$ cat config.mk
export PLATFORM = sky130hd
export DESIGN_NAME = dcache_top
export DESIGN_NICKNAME = d
export VERILOG_FILES = /design/src/design/dcache_pkg.sv /design/src/design/dcache_top.sv /design/src/design/dcache_miss_ctrl.sv /design/src/design/dcache_req_stage.sv /design/src/design/dcache_data.sv /design/src/design/dcache_tagv.sv /design/src/design/dcache_bram.sv
export SDC_FILE = /design/constraint.sdc
export NUM_CORES = 2
export LEC_CHECK = 0
export BUFFER_PORTS_ARGS = -buffer_cell sky130_fd_sc_hd__buf_2
export CELL_PAD_IN_SITES_DETAIL_PLACEMENT = 0
export CELL_PAD_IN_SITES_GLOBAL_PLACEMENT = 1
export CORE_ASPECT_RATIO = 1.75
export CORE_MARGIN = 2
export CORE_UTILIZATION = 50
export CTS_BUF_LIST = sky130_fd_sc_hd__clkbuf_8
export DETAILED_ROUTE_END_ITERATION = 7
export PLACE_DENSITY_LB_ADDON = 0.1
export SYNTH_ARGS = -nofsm -noshare
export SYNTH_HDL_FRONTEND = slang
export SYNTH_HIERARCHICAL = 1
export SYNTH_MEMORY_MAX_BITS = 65536
export SYNTH_SLANG_ARGS = --single-unit
$ cat constraint.sdc
create_clock -name clk -period 5.9 [get_ports clk]
set_clock_uncertainty 0.1 [all_clocks]
set_input_delay 1.18 -clock clk [delete_from_list [all_inputs] [get_ports clk]]
set_output_delay 1.18 -clock clk [all_outputs]
set_load 0.005 [all_outputs]
$ cat src/design/dcache_pkg.sv
package dcache_pkg;

    // byte address and data word widths
    localparam int addr_w = 32;
    localparam int data_w = 32;

    // four words per line
    localparam int line_words_w = 2;

    ////////////////////////////////////////
    // cpu side operations
    ////////////////////////////////////////

    typedef enum logic [1:0] {
        op_read  = 2'd0,
        op_write = 2'd1,
        // drop both ways of one set
        op_inval = 2'd2
    } dcache_op_e;

    ////////////////////////////////////////
    // resolve stage states
    ////////////////////////////////////////

    typedef enum logic [3:0] {
        // clear sweep after reset
        st_init,
        st_idle,
        // hit and valid are valid here
        st_lookup,
        // refill, one word per transaction
        st_refill_req,
        st_refill_wait,
        // write-through to memory
        st_wt_req,
        st_wt_wait,
        // tag and valid of the victim written here
        st_fill_end,
        // done to the request stage
        st_respond
    } ctrl_state_e;

endpackage
$ cat src/design/dcache_top.sv
`timescale 1ns/1ps

module dcache_top import dcache_pkg::*; #(
    parameter int index_w = 4,
    localparam int tag_w = addr_w - index_w - line_words_w - 2
) (
    input  logic              clk,
    input  logic              rst_n,
    // cpu port
    input  logic              cpu_req,
    input  dcache_op_e        cpu_op,
    input  logic [addr_w-1:0] cpu_addr,
    input  logic [data_w-1:0] cpu_wdata,
    output logic              cpu_ack,
    output logic [data_w-1:0] cpu_rdata,
    // memory port
    output logic              mem_req,
    output logic              mem_we,
    output logic [addr_w-1:0] mem_addr,
    output logic [data_w-1:0] mem_wdata,
    input  logic              mem_ack,
    input  logic [data_w-1:0] mem_rdata
);

    // captured request
    logic                            go;
    logic                            done;
    dcache_op_e                      rq_op;
    logic [tag_w-1:0]                rq_tag;
    logic [index_w-1:0]              rq_index;
    logic [line_words_w-1:0]         rq_word;
    logic [data_w-1:0]               rq_wdata;
    logic [data_w-1:0]               rword;

    // array results
    logic [1:0]                      hit;
    logic [1:0]                      valid;
    logic [data_w-1:0]               hit_word;

    // array updates
    logic [index_w-1:0]              tv_waddr;
    logic [tag_w-1:0]                tv_wtag;
    logic [1:0]                      tv_we;
    logic [1:0]                      tv_inval;
    logic                            tv_clear;
    logic [index_w+line_words_w-1:0] d_waddr;
    logic [index_w+line_words_w-1:0] d_raddr;
    logic [data_w-1:0]               d_wdata;
    logic [1:0]                      d_we;

    // refill position while a fill word is written
    assign d_raddr = (|d_we) ? d_waddr : {rq_index, rq_word};

    dcache_req_stage #(.index_w(index_w)) u_req (
        .clk(clk), .rst_n(rst_n),
        .cpu_req(cpu_req), .cpu_op(cpu_op), .cpu_addr(cpu_addr), .cpu_wdata(cpu_wdata),
        .cpu_ack(cpu_ack), .cpu_rdata(cpu_rdata),
        .go(go), .op(rq_op), .tag(rq_tag), .index(rq_index), .word(rq_word),
        .wdata(rq_wdata), .done(done), .rword(rword)
    );

    dcache_tagv #(.index_w(index_w)) u_tagv (
        .clk(clk), .raddr(rq_index), .cmp_tag(rq_tag), .hit(hit), .valid(valid),
        .waddr(tv_waddr), .wtag(tv_wtag), .we(tv_we), .inval(tv_inval), .clear(tv_clear)
    );

    dcache_data #(.index_w(index_w)) u_data (
        .clk(clk), .raddr(d_raddr), .waddr(d_waddr), .wdata(d_wdata), .we(d_we),
        .hit(hit), .rdata(hit_word)
    );

    dcache_miss_ctrl #(.index_w(index_w)) u_ctrl (
        .clk(clk), .rst_n(rst_n),
        .go(go), .op(rq_op), .tag(rq_tag), .index(rq_index), .word(rq_word),
        .wdata(rq_wdata), .done(done), .rword(rword),
        .hit(hit), .valid(valid), .hit_word(hit_word),
        .tv_waddr(tv_waddr), .tv_wtag(tv_wtag), .tv_we(tv_we), .tv_inval(tv_inval),
        .tv_clear(tv_clear),
        .d_waddr(d_waddr), .d_wdata(d_wdata), .d_we(d_we),
        .mem_req(mem_req), .mem_we(mem_we), .mem_addr(mem_addr), .mem_wdata(mem_wdata),
        .mem_ack(mem_ack), .mem_rdata(mem_rdata)
    );

endmodule

$ cat src/design/dcache_miss_ctrl.sv
`timescale 1ns/1ps

module dcache_miss_ctrl import dcache_pkg::*; #(
    parameter int index_w = 4,
    localparam int tag_w = addr_w - index_w - line_words_w - 2
) (
    input  logic                            clk,
    input  logic                            rst_n,
    // captured request
    input  logic                            go,
    input  dcache_op_e                      op,
    input  logic [tag_w-1:0]                tag,
    input  logic [index_w-1:0]              index,
    input  logic [line_words_w-1:0]         word,
    input  logic [data_w-1:0]               wdata,
    output logic                            done,
    output logic [data_w-1:0]               rword,
    // array read results
    input  logic [1:0]                      hit,
    input  logic [1:0]                      valid,
    input  logic [data_w-1:0]               hit_word,
    // tag and valid updates
    output logic [index_w-1:0]              tv_waddr,
    output logic [tag_w-1:0]                tv_wtag,
    output logic [1:0]                      tv_we,
    output logic [1:0]                      tv_inval,
    output logic                            tv_clear,
    // data updates
    output logic [index_w+line_words_w-1:0] d_waddr,
    output logic [data_w-1:0]               d_wdata,
    output logic [1:0]                      d_we,
    // memory port
    output logic                            mem_req,
    output logic                            mem_we,
    output logic [addr_w-1:0]               mem_addr,
    output logic [data_w-1:0]               mem_wdata,
    input  logic                            mem_ack,
    input  logic [data_w-1:0]               mem_rdata
);

    ctrl_state_e             state;
    logic [index_w-1:0]      init_cnt;
    logic [line_words_w-1:0] fill_cnt;
    logic [line_words_w-1:0] fill_nxt;
    // per set, the way to evict next
    logic [(1<<index_w)-1:0] lru;
    // go seen during the init sweep
    logic                    pend;
    logic                    victim;
    logic                    pick;

    assign fill_nxt = fill_cnt + 1'b1;

    // first invalid way, then lru
    assign pick = !valid[0] ? 1'b0 : (!valid[1] ? 1'b1 : lru[index]);

    ////////////////////////////////////////
    // state and handshake
    ////////////////////////////////////////

    always_ff @(posedge clk) begin
        if (!rst_n) begin
            state    <= st_init;
            init_cnt <= '0;
            fill_cnt <= '0;
            lru      <= '0;
            pend     <= 1'b0;
            mem_req  <= 1'b0;
        end else begin
            if (go) begin
                pend <= 1'b1;
            end
            case (state)
                st_init: begin
                    init_cnt <= init_cnt + 1'b1;
                    if (&init_cnt) begin
                        state <= st_idle;
                    end
                end
                st_idle: begin
                    if (go || pend) begin
                        pend  <= 1'b0;
                        state <= st_lookup;
                    end
                end
                st_lookup: begin
                    if (op == op_write) begin
                        mem_req <= 1'b1;
                        state   <= st_wt_req;
                    end else if (op == op_read && !(|hit)) begin
                        fill_cnt <= '0;
                        mem_req  <= 1'b1;
                        state    <= st_refill_req;
                    end else begin
                        // read hit, the other way becomes lru
                        if (op == op_read) begin
                            lru[index] <= hit[0];
                        end
                        state <= st_respond;
                    end
                end
                st_refill_req: begin
                    if (mem_ack) begin
                        mem_req <= 1'b0;
                        state   <= st_refill_wait;
                    end
                end
                st_refill_wait: begin
                    // wait for the ack to fall
                    if (!mem_ack) begin
                        if (&fill_cnt) begin
                            state <= st_fill_end;
                        end else begin
                            fill_cnt <= fill_nxt;
                            mem_req  <= 1'b1;
                            state    <= st_refill_req;
                        end
                    end
                end
                st_fill_end: begin
                    lru[index] <= ~victim;
                    state      <= st_respond;
                end
                st_wt_req: begin
                    if (mem_ack) begin
                        mem_req <= 1'b0;
                        state   <= st_wt_wait;
                    end
                end
                st_wt_wait: begin
                    if (!mem_ack) begin
                        state <= st_respond;
                    end
                end
                default: begin
                    state <= st_idle;
                end
            endcase
        end
    end

    ////////////////////////////////////////
    // memory request fields and read word
    ////////////////////////////////////////

    always_ff @(posedge clk) begin
        if (state == st_lookup) begin
            victim    <= pick;
            mem_we    <= (op == op_write);
            mem_wdata <= wdata;
            // refill starts at word zero of the line
            if (op == op_write) begin
                mem_addr <= {tag, index, word, 2'b00};
            end else begin
                mem_addr <= {tag, index, {line_words_w{1'b0}}, 2'b00};
            end
            if (|hit) begin
                rword <= hit_word;
            end
        end
        if (state == st_refill_wait && !mem_ack) begin
            mem_addr <= {tag, index, fill_nxt, 2'b00};
        end
        // keep the requested word as it passes
        if (state == st_refill_req && mem_ack && fill_cnt == word) begin
            rword <= mem_rdata;
        end
    end

    ////////////////////////////////////////
    // array writes
    ////////////////////////////////////////

    always_comb begin
        tv_waddr = (state == st_init) ? init_cnt : index;
        tv_clear = (state == st_init);
        tv_we    = '0;
        tv_inval = '0;
        d_waddr  = {index, word};
        d_wdata  = wdata;
        d_we     = '0;
        case (state)
            st_lookup: begin
                // write hit updates the cached word only
                if (op == op_write) begin
                    d_we = hit;
                end
                if (op == op_inval) begin
                    tv_inval = 2'b11;
                end
            end
            st_refill_req: begin
                d_waddr = {index, fill_cnt};
                d_wdata = mem_rdata;
                if (mem_ack) begin
                    d_we = victim ? 2'b10 : 2'b01;
                end
            end
            st_fill_end: begin
                tv_we = victim ? 2'b10 : 2'b01;
            end
            default: begin
            end
        endcase
    end

    assign tv_wtag = tag;
    assign done    = (state == st_respond);

endmodule

$ cat src/design/dcache_req_stage.sv
`timescale 1ns/1ps

module dcache_req_stage import dcache_pkg::*; #(
    parameter int index_w = 4,
    localparam int tag_w = addr_w - index_w - line_words_w - 2
) (
    input  logic                    clk,
    input  logic                    rst_n,
    // cpu port
    input  logic                    cpu_req,
    input  dcache_op_e              cpu_op,
    input  logic [addr_w-1:0]       cpu_addr,
    input  logic [data_w-1:0]       cpu_wdata,
    output logic                    cpu_ack,
    output logic [data_w-1:0]       cpu_rdata,
    // to the resolve stage and the arrays
    output logic                    go,
    output dcache_op_e              op,
    output logic [tag_w-1:0]        tag,
    output logic [index_w-1:0]      index,
    output logic [line_words_w-1:0] word,
    output logic [data_w-1:0]       wdata,
    // back from the resolve stage
    input  logic                    done,
    input  logic [data_w-1:0]       rword
);

    logic req_q;
    logic take;

    // new request edge, never while the ack is still up
    assign take = cpu_req && !req_q && !cpu_ack;

    always_ff @(posedge clk) begin
        if (!rst_n) begin
            req_q   <= 1'b0;
            go      <= 1'b0;
            cpu_ack <= 1'b0;
        end else begin
            req_q <= cpu_req;
            go    <= take;
            // ack rises after done, falls once req is gone
            if (done) begin
                cpu_ack <= 1'b1;
            end else if (cpu_ack && !cpu_req) begin
                cpu_ack <= 1'b0;
            end
        end
    end

    // request fields, split once and held
    always_ff @(posedge clk) begin
        if (take) begin
            op    <= cpu_op;
            tag   <= cpu_addr[addr_w-1 -: tag_w];
            index <= cpu_addr[line_words_w+2 +: index_w];
            word  <= cpu_addr[2 +: line_words_w];
            wdata <= cpu_wdata;
        end
    end

    // read word held while ack is high
    always_ff @(posedge clk) begin
        if (done) begin
            cpu_rdata <= rword;
        end
    end

endmodule

$ cat src/design/dcache_data.sv
`timescale 1ns/1ps

module dcache_data import dcache_pkg::*; #(
    parameter int index_w = 4
) (
    input  logic                            clk,
    // index and word offset
    input  logic [index_w+line_words_w-1:0] raddr,
    input  logic [index_w+line_words_w-1:0] waddr,
    input  logic [data_w-1:0]               wdata,
    input  logic [1:0]                      we,
    // way select from the tag compare
    input  logic [1:0]                      hit,
    output logic [data_w-1:0]               rdata
);

    logic [data_w-1:0] way_q [2];

    // both ways read every cycle
    for (genvar w = 0; w < 2; w++) begin : g_way
        dcache_bram #(
            .data_width(data_w),
            .addr_width(index_w + line_words_w)
        ) u_mem (
            .clk  (clk),
            .waddr(waddr),
            .din  (wdata),
            .we   (we[w]),
            .raddr(raddr),
            .dout (way_q[w])
        );
    end

    // zero on a miss
    always_comb begin
        if (hit[0]) begin
            rdata = way_q[0];
        end else if (hit[1]) begin
            rdata = way_q[1];
        end else begin
            rdata = '0;
        end
    end

endmodule

$ cat src/design/dcache_tagv.sv
`timescale 1ns/1ps

module dcache_tagv import dcache_pkg::*; #(
    parameter int index_w = 4,
    localparam int tag_w = addr_w - index_w - line_words_w - 2
) (
    input  logic               clk,
    // lookup side
    input  logic [index_w-1:0] raddr,
    input  logic [tag_w-1:0]   cmp_tag,
    output logic [1:0]         hit,
    output logic [1:0]         valid,
    // update side, all at waddr
    input  logic [index_w-1:0] waddr,
    input  logic [tag_w-1:0]   wtag,
    input  logic [1:0]         we,
    input  logic [1:0]         inval,
    input  logic               clear
);

    // index of the read held by the tag memories
    logic [index_w-1:0] raddr_q;

    always_ff @(posedge clk) begin
        raddr_q <= raddr;
    end

    ////////////////////////////////////////
    // one tag memory and valid vector per way
    ////////////////////////////////////////

    for (genvar w = 0; w < 2; w++) begin : g_way
        logic [tag_w-1:0]          tag_q;
        logic [(1<<index_w)-1:0]   valid_q;

        // clear writes a zero tag as well
        dcache_bram #(
            .data_width(tag_w),
            .addr_width(index_w)
        ) u_tag (
            .clk  (clk),
            .waddr(waddr),
            .din  (clear ? '0 : wtag),
            .we   (we[w] | clear),
            .raddr(raddr),
            .dout (tag_q)
        );

        // clear and invalidate win over a fill
        always_ff @(posedge clk) begin
            if (clear || inval[w]) begin
                valid_q[waddr] <= 1'b0;
            end else if (we[w]) begin
                valid_q[waddr] <= 1'b1;
            end
        end

        // valid bit of the same index the tag came from
        assign valid[w] = valid_q[raddr_q];
        assign hit[w]   = valid[w] && (tag_q == cmp_tag);
    end

endmodule

$ cat src/design/dcache_bram.sv
`timescale 1ns/1ps

module dcache_bram #(
    parameter int data_width = 32,
    parameter int addr_width = 4
) (
    input  logic                  clk,
    // write port
    input  logic [addr_width-1:0] waddr,
    input  logic [data_width-1:0] din,
    input  logic                  we,
    // read port, one cycle latency
    input  logic [addr_width-1:0] raddr,
    output logic [data_width-1:0] dout
);

    // contents undefined at power up
    logic [data_width-1:0] mem [1 << addr_width];

    always_ff @(posedge clk) begin
        if (we) begin
            mem[waddr] <= din;
        end
    end

    // old data on a same-address collision
    always_ff @(posedge clk) begin
        dout <= mem[raddr];
    end

endmodule

[Word level (Yosys, flattened, before mapping)]
Memories as Yosys holds them, arrays and structs flattened. A register that Yosys moved wholly into a read port is not among the register bits.
Index checks and enable logic that the tools add are counted.
Word-level totals
  register bits after elaboration: 261
  memory bits (writable): 4864
  bits of input ports: 102
  output and inout bits: 99
  logic and storage cells: 184
  memories: 4
Memory list
  u_data.g_way[0].u_mem.mem: words 64, width 32, rd ports 1, clocked after memory_dff 1, write ports 1, line dcache_bram.sv:18  | logic [data_width-1:0] mem [1 << addr_width];
  u_data.g_way[1].u_mem.mem: words 64, width 32, rd ports 1, clocked after memory_dff 1, write ports 1, line dcache_bram.sv:18
  u_tagv.g_way[0].u_tag.mem: words 16, width 24, rd ports 1, clocked after memory_dff 1, write ports 1, line dcache_bram.sv:18
  u_tagv.g_way[1].u_tag.mem: words 16, width 24, rd ports 1, clocked after memory_dff 1, write ports 1, line dcache_bram.sv:18
Operators by class
  $add $sub $neg: 2
  magnitude comparators: 5
  eq/ne operators: 26
  mux-type cells: 75
  bitwise operators: 8
  reduce and logical (&&, ||, !) cells: 40
Operator list (count)
  $mux W32: 8
  $mux W16: 7
  $eq A24 B24 Y1: 2
  $mux W4: 10
  $and A16 B16 Y16: 2
  $bwmux W16: 2
  $or A16 B16 Y16: 2
  $pmux W16 S2: 1
  $pmux W4 S8: 1
  $mux W1: 24
  $mux W2: 12
  $mux W24: 1
  $eq A4 B3 Y1 const B: 4
  $not A16 Y16: 1
  $reduce_bool A2 Y1: 8
  $lt A4 B5 Y1 const B: 3
  $ne A2 B2 Y1 const B: 7
  $bmux W1 S4: 3
  $logic_and A1 B1 Y1: 11
  $ne A2 B1 Y1 const B: 5
  $reduce_and A5 Y1: 2
  $demux W1 S4: 2
  $eq A4 B2 Y1 const B: 2
  $ge A4 B1 Y1 const B: 2
  other kinds (22): 34

[Logic depth before layout (Yosys ltp)]
  depth in word-level cells: 9
  mapped depth: 18
  mapped depth without buffers: 12

[Cells and area by module]
Netlist, hierarchy kept.
By module, submodules not included
  dcache_bram at u_data.g_way[0].u_mem ...: instances 2, cells each 3324, area an instance 78515.3 um^2, seq. area each 62139.6 um^2
  dcache_bram at u_tagv.g_way[0].u_tag ...: instances 2, cells each 636, area an instance 14930.6 um^2, seq. area each 12011.5 um^2
  dcache_miss_ctrl: instances 1, cells each 425, area an instance 5764.3 um^2, seq. area each 3443.3 um^2
  dcache_req_stage: instances 1, cells each 104, area an instance 2980.4 um^2, seq. area each 2942.8 um^2
  dcache_tagv: instances 1, cells each 204, area an instance 2245.9 um^2, seq. area each 1041.0 um^2
  dcache_data: instances 1, cells each 44, area an instance 361.6 um^2, seq. area each 0.0 um^2
  dcache_top: instances 1, cells each 7, area an instance 78.8 um^2, seq. area each 0.0 um^2

[Least setup slack after synthesis]
No wires, ideal clock.
  kind: register -> register
  from: register u_ctrl.state[2]
  to: memory u_data.g_way[0].u_mem.mem[48][0], enable pin
  setup time: 0.461 ns
  data arrival time: 4.721 ns
  required time: 5.339 ns
  slack: 0.618 ns
  cell stages (with the launch flop): 10
  path buffers: 1
  period minus slack after synthesis: 5.282 ns
  cells stage by stage: dfxtp_1 > or2_1 > buf_6 > nand2b_1 > inv_1 > and2_1 > a32o_1 > nor2b_1 > nand4b_1 > nor3_1
On the way
  cells in the longest elaborated chain, start to end: 4
  elaborated cells between the ends (all ways): 6
  those cells by class: eq/ne (2); mux (4)
RTL lines
  from (decl): line dcache_miss_ctrl.sv:41  | ctrl_state_e state;
  from (signal assigned): line dcache_miss_ctrl.sv:63  | state <= st_init;
  from (signal assigned): line dcache_miss_ctrl.sv:77  | state <= st_idle;
  from (signal assigned): line dcache_miss_ctrl.sv:83  | state <= st_lookup;
  $eq A4 B2 Y1: line dcache_miss_ctrl.sv:182  | case (state)
  $pmux W2 S2 (*): line dcache_miss_ctrl.sv:182
  via d_we[0]: line dcache_top.sv:49  | logic [1:0] d_we;
  $mux W1 (*): line dcache_bram.sv:21  | if (we) begin
  $mux W1 (not written as such) (*): line dcache_bram.sv:22  | mem[waddr] <= din;
  to (decl): line dcache_bram.sv:18
Mark *: on every way through the listed nets, which the timed path passes. The rest lies on a longest branch.

[Worst setup path in the final report]
  from: register u_req.tag[20]
  to: register u_data.g_way[1].u_mem.dout[1] (read register of u_data.g_way[1].u_mem.mem)
On the way
  cells in the longest elaborated chain, start to end: 6
  elaborated cells between the ends (all ways): 8
  those cells by class: eq/ne (2); mux (3); reduce/logical (3)
RTL lines
  from (decl): line dcache_req_stage.sv:19  | output logic [tag_w-1:0] tag,
  from (signal assigned): line dcache_req_stage.sv:55  | tag <= cpu_addr[addr_w-1 -: tag_w];
  $eq A24 B24 Y1: line dcache_tagv.sv:60  | assign hit[w] = valid[w] && (tag_q == cmp_tag);
  $logic_and A1 B1 Y1: line dcache_tagv.sv:60
  via hit[1]: line dcache_top.sv:36  | logic [1:0] hit;
  $mux W2: line dcache_miss_ctrl.sv:185  | if (op == op_write) begin
  $pmux W2 S2: line dcache_miss_ctrl.sv:182
  via d_we[1]: line dcache_top.sv:49
  $reduce_or A2 Y1: line dcache_top.sv:52  | assign d_raddr = (|d_we) ? d_waddr : {rq_index, rq_word};
  $mux W2: line dcache_top.sv:52
  via d_raddr[0]: line dcache_top.sv:47  | logic [index_w+line_words_w-1:0] d_raddr;
  to (decl): line dcache_bram.sv:14  | output logic [data_width-1:0] dout
The timed path passes the listed nets, and every way through them passes these cells.
A chain may end at the register's enable or synchronous reset.

==> results by group <==
Run status
  • Status: complete, no violations

Worst setup path
  • Reg2reg start: u_req/tag[20]$_DFFE_PP_
  • Crit-path leading delay family: simple AND/OR/NAND/NOR gates
  • Worst path bufs/invs: 5
  • Crit path capture type: flop
  • Critical Path Slowest Stage Cell: mux4_2
  • CP required: 6.82 ns
  • CP cell instances: xnor2_1 > nand4_1 > nor4_1 > buf_4 > and4_1 > buf_4 > a32o_1 > nor2_4 > mux2_8 > buf_4 > buf_12 > buf_4 > mux4_2 > o22ai_1 > nor2_1 > a21oi_2 > nor2_1
  • Worst setup SP type: flop
  • Crit path max fanout: 24
  • Reg2Reg Setup Slack: 0.09 ns
  • Worst Setup Path Type: reg -> reg
  • WP data arrival: 6.73 ns
  • CP dominant cell by count: buf_4
  • CP Depth: 17
  • Largest stage delay on the critical path: 0.56 ns
  • R2R depth: 17
  • Reg-to-reg critical path endpoint: u_data/g_way[1].u_mem/dout[1]$_DFF_P_

Yosys
  • Cell variety after synth: 73
  • Syn. warnings: 6
  • Avg Synthesized Cell Area: 22.8 µm²
  • Post-synthesis compound-gate area fraction: 2.06%
  • Post-synth EDFFs: 5,088
  • Simple-gate area share of the yosys netlist: 1.77%
  • Synth Instances: 8,704
  • Post-Synth XOR/XNOR Area: 0.238%
  • Mux share of post-synthesis cell area: 16.1%
  • Synth Area in Adders: 0.0126%
  • Share of flip-flops with an asynchronous set or reset: 0%
  • Main combinational cell family by area after synthesis: multiplexers
  • Mapped Area: 198,000 µm²
  • #FFs+latches synth: 5,235
  • Sequential-to-total area share from yosys stat: 78.5%
  • Most used flip-flop cell after synthesis: edfxtp_1

Drt
  • WL per Instance: 35.0 µm
  • WL final: 557,000 µm
  • Via count: 97,400
  • Post-route ant nets: 0
  • DR iter-0 viols: 9,673
  • DRC: 0
  • Pre-antenna DRT Iters: 5
  • Drt via density: 6.12

GRT
  • First-pass GRT wire length: 776,000 µm
  • Initial antenna violation count: 32
  • GR Overflow Total: 0
  • Largest net degree at the start of global routing: 129
  • Vias in the first global route: 102,000
  • Tot GR Track Use: 27.7%

Timing
  • Endpoints failing setup: 0
  • Final worst slack: 0.0916 ns
  • RSZ-0062 raised after global routing: no
  • Worst slew margin: 13.1%
  • Hold Violations, Final: 0
  • Fin crit period: 5.81 ns
  • Hold Slack: 0.0929 ns
  • Slew @ Worst Pin: 1.30 ns
  • Period utilization: 98.4%
  • Slew Viols, Final: 0
  • Fmax: 172 MHz
  • Setup TNS: 0 ns

CTS
  • CTS max path bufs: 4
  • CTS clk-pin slew, worst paths: 0.07 ns
  • CTS tree: done
  • H-tree depth: 6
  • Number of setup buffers added after CTS: 0
  • Num CTS Buffers: 733
  • Root Buffer: clkbuf_8
  • TritonCTS Sinks: 5,235
  • Worst-skew pair later-pin latency: 1.19 ns

Hold path
  • HP Start: cpu_addr[10]
  • HP Class: in -> reg
  • Hold worst-path end: u_req/tag[2]$_DFFE_PP_
  • Hold path cells: 1

Floorplan
  • DIE AREA: 402,000 µm²
  • Die height: 837 µm
  • I/O pin total: 201
  • Die W: 480 µm
  • Initial cell density of the core: 50.1%
  • # rows: 306
  • CORE AREA: 396,000 µm²

Pwr
  • Tot Pwr: 77,500 µW
  • Leak: 0.0734 µW
  • Power Dens Cells: 340 nW/µm²
  • Peak VDD IR: 0.406 mV

Layout
  • Layout cells sized above 1: 33.1%
  • Final core occ: 57.6%
  • Layout net count: 10,100
  • Synth-to-Final Area Change: 14.9%

Placement
  • Pre-CTS WS: -0.0900 ns
  • Post-detail-place hpwl: 344,000 µm
  • Routability-driven placement congestion ratio: 0.863
  • IO Port Bufs: 196

Run
  • MaxCap Viol Count: 0
==> placed cells by master (no fill, tap or decap), types with 137 or more instances in the layout <==
cell type / n
o22ai_1: 169
clkbuf_8: 769
dfxtp_1: 147
mux2i_1: 195
buf_2: 196
buf_12: 212
clkinv_1: 175
inv_1: 238
mux4_2: 1286
nor2_1: 196
nand2_1: 137
edfxtp_1: 5088
buf_4: 618
==> what timing repair did <==
action,CTS,global route
hold buffers,50,0
resized for setup,2,1
endpoints found under the setup margin,2,1
hold endpoints to repair,50,0
==> area by class of cell <==
class / instances / area (µm²)
fill: 29200 / 168000
clock buffer: 769 / 10600
antenna: 66 / 165
timing repair buffer: 1076 / 10400
sequential: 5235 / 156000
multi-input combinational: 2963 / 41500
clock inverter: 557 / 3010
inverter: 7 / 26.3
tap: 5236 / 6550
==> synth_stat cells (8+ instances only) <==
master / count / area, µm²
buf_4: 83 / 623
mux2_2: 47 / 529
nor2_1: 348 / 1310
o22ai_1: 170 / 1060
nand3_1: 27 / 135
mux2_1: 29 / 327
o32ai_1: 9 / 78.8
a41o_1: 8 / 80.1
mux4_2: 1286 / 29000
edfxtp_1: 5088 / 153000
nor3_1: 23 / 115
or3_1: 10 / 62.6
o221ai_1: 54 / 473
nor2b_1: 70 / 438
nand3b_1: 14 / 105
nand2b_1: 29 / 181
buf_2: 145 / 726
and3_1: 10 / 62.6
nor4_1: 10 / 62.6
buf_1: 42 / 158
clkbuf_1: 203 / 762
o21ai_0: 14 / 70.1
dfxtp_1: 147 / 2940
or3b_2: 8 / 70.1
xnor2_1: 36 / 315
buf_6: 27 / 304
a21oi_1: 135 / 676
nand2_1: 138 / 518
nand4_1: 18 / 113
a22o_1: 30 / 263
a311oi_1: 16 / 140
xor2_1: 18 / 158
a22oi_1: 121 / 908
mux2i_1: 195 / 1950
and2_1: 10 / 62.6
==> through the flow <==
step | area, µm² | instances
after floorplan | 198000 | 8705
after global placement | 214000 | 14500
after detailed placement | 214000 | 14500
after CTS | 228000 | 15800
after global routing | 228000 | 15900
final | 228000 | 15900
==> how the worst max path moves through the flow <==
stage / startpoint / to / slack (ns)
5_1_grt: u_req/tag[20]$_DFFE_PP_ / u_data/g_way[1].u_mem/dout[20]$_DFF_P_ / 0.09
6_report: u_req/tag[20]$_DFFE_PP_ / u_data/g_way[1].u_mem/dout[1]$_DFF_P_ / 0.09
3_3_place_gp: u_req/tag[8]$_DFFE_PP_ / u_data/g_way[1].u_mem/dout[1]$_DFF_P_ / -0.12
2_1_floorplan: u_ctrl/state[2]$_SDFFE_PN0P_ / u_data/g_way[0].u_mem/mem[48][0]$_DFFE_PP_ / 0.62
4_1_cts: u_req/tag[8]$_DFFE_PP_ / u_data/g_way[1].u_mem/dout[20]$_DFF_P_ / 0.10
3_5_place_dp: u_req/tag[8]$_DFFE_PP_ / u_data/g_way[1].u_mem/dout[1]$_DFF_P_ / -0.09
==> cell families after synthesis <==
kind of cell,after synthesis
AOI/OAI and AO/OA,596
and+or+nand+nor,747
adders and majority gates,2
xor gates and xnor gates,54
buffers and inverters,507
muxes,1562
other,1
DFF,5235
==> state kept, by name, summed over array words and instances, names as in the netlist, 16 cells and up, named ones only <==
name and flops:
u_req/tag 24, u_ctrl/lru 16, u_tagv/g_way.u_tag/mem 768, u_data/g_way.u_mem/dout 64
u_ctrl/mem_addr 30, u_tagv/g_way.u_tag/dout 48, u_ctrl/rword 32, u_data/g_way.u_mem/mem 4096
u_ctrl/mem_wdata 32, u_req/wdata 32, u_req/cpu_rdata 32
==> metal layers <==
layer | share of wire (%) | global-route usage [%] | up-vias | routed length [µm]
met5 | 0.0066 | 0 | - | 37
met4 | 5.7 | 14.0 | 6 | 31800
met2 | 54 | 49.8 | 3635 | 299000
met1 | 35 | 32.6 | 53100 | 196000
li1 | - | - | 39700 | -
met3 | 5.3 | 3.53 | 966 | 29500
==> power breakdown <==
| part | leakage (µW) | switching [µW] | internal, µW |
|---|---|---|---|
| Sequential | 0.0472 | 447 | 42900 |
| Clock | 0.00780 | 13700 | 13000 |
| Combinational | 0.0184 | 4920 | 2510 |
| Total | 0.0734 | 19000 | 58400 |
Power figures use the tool's default switching activity.
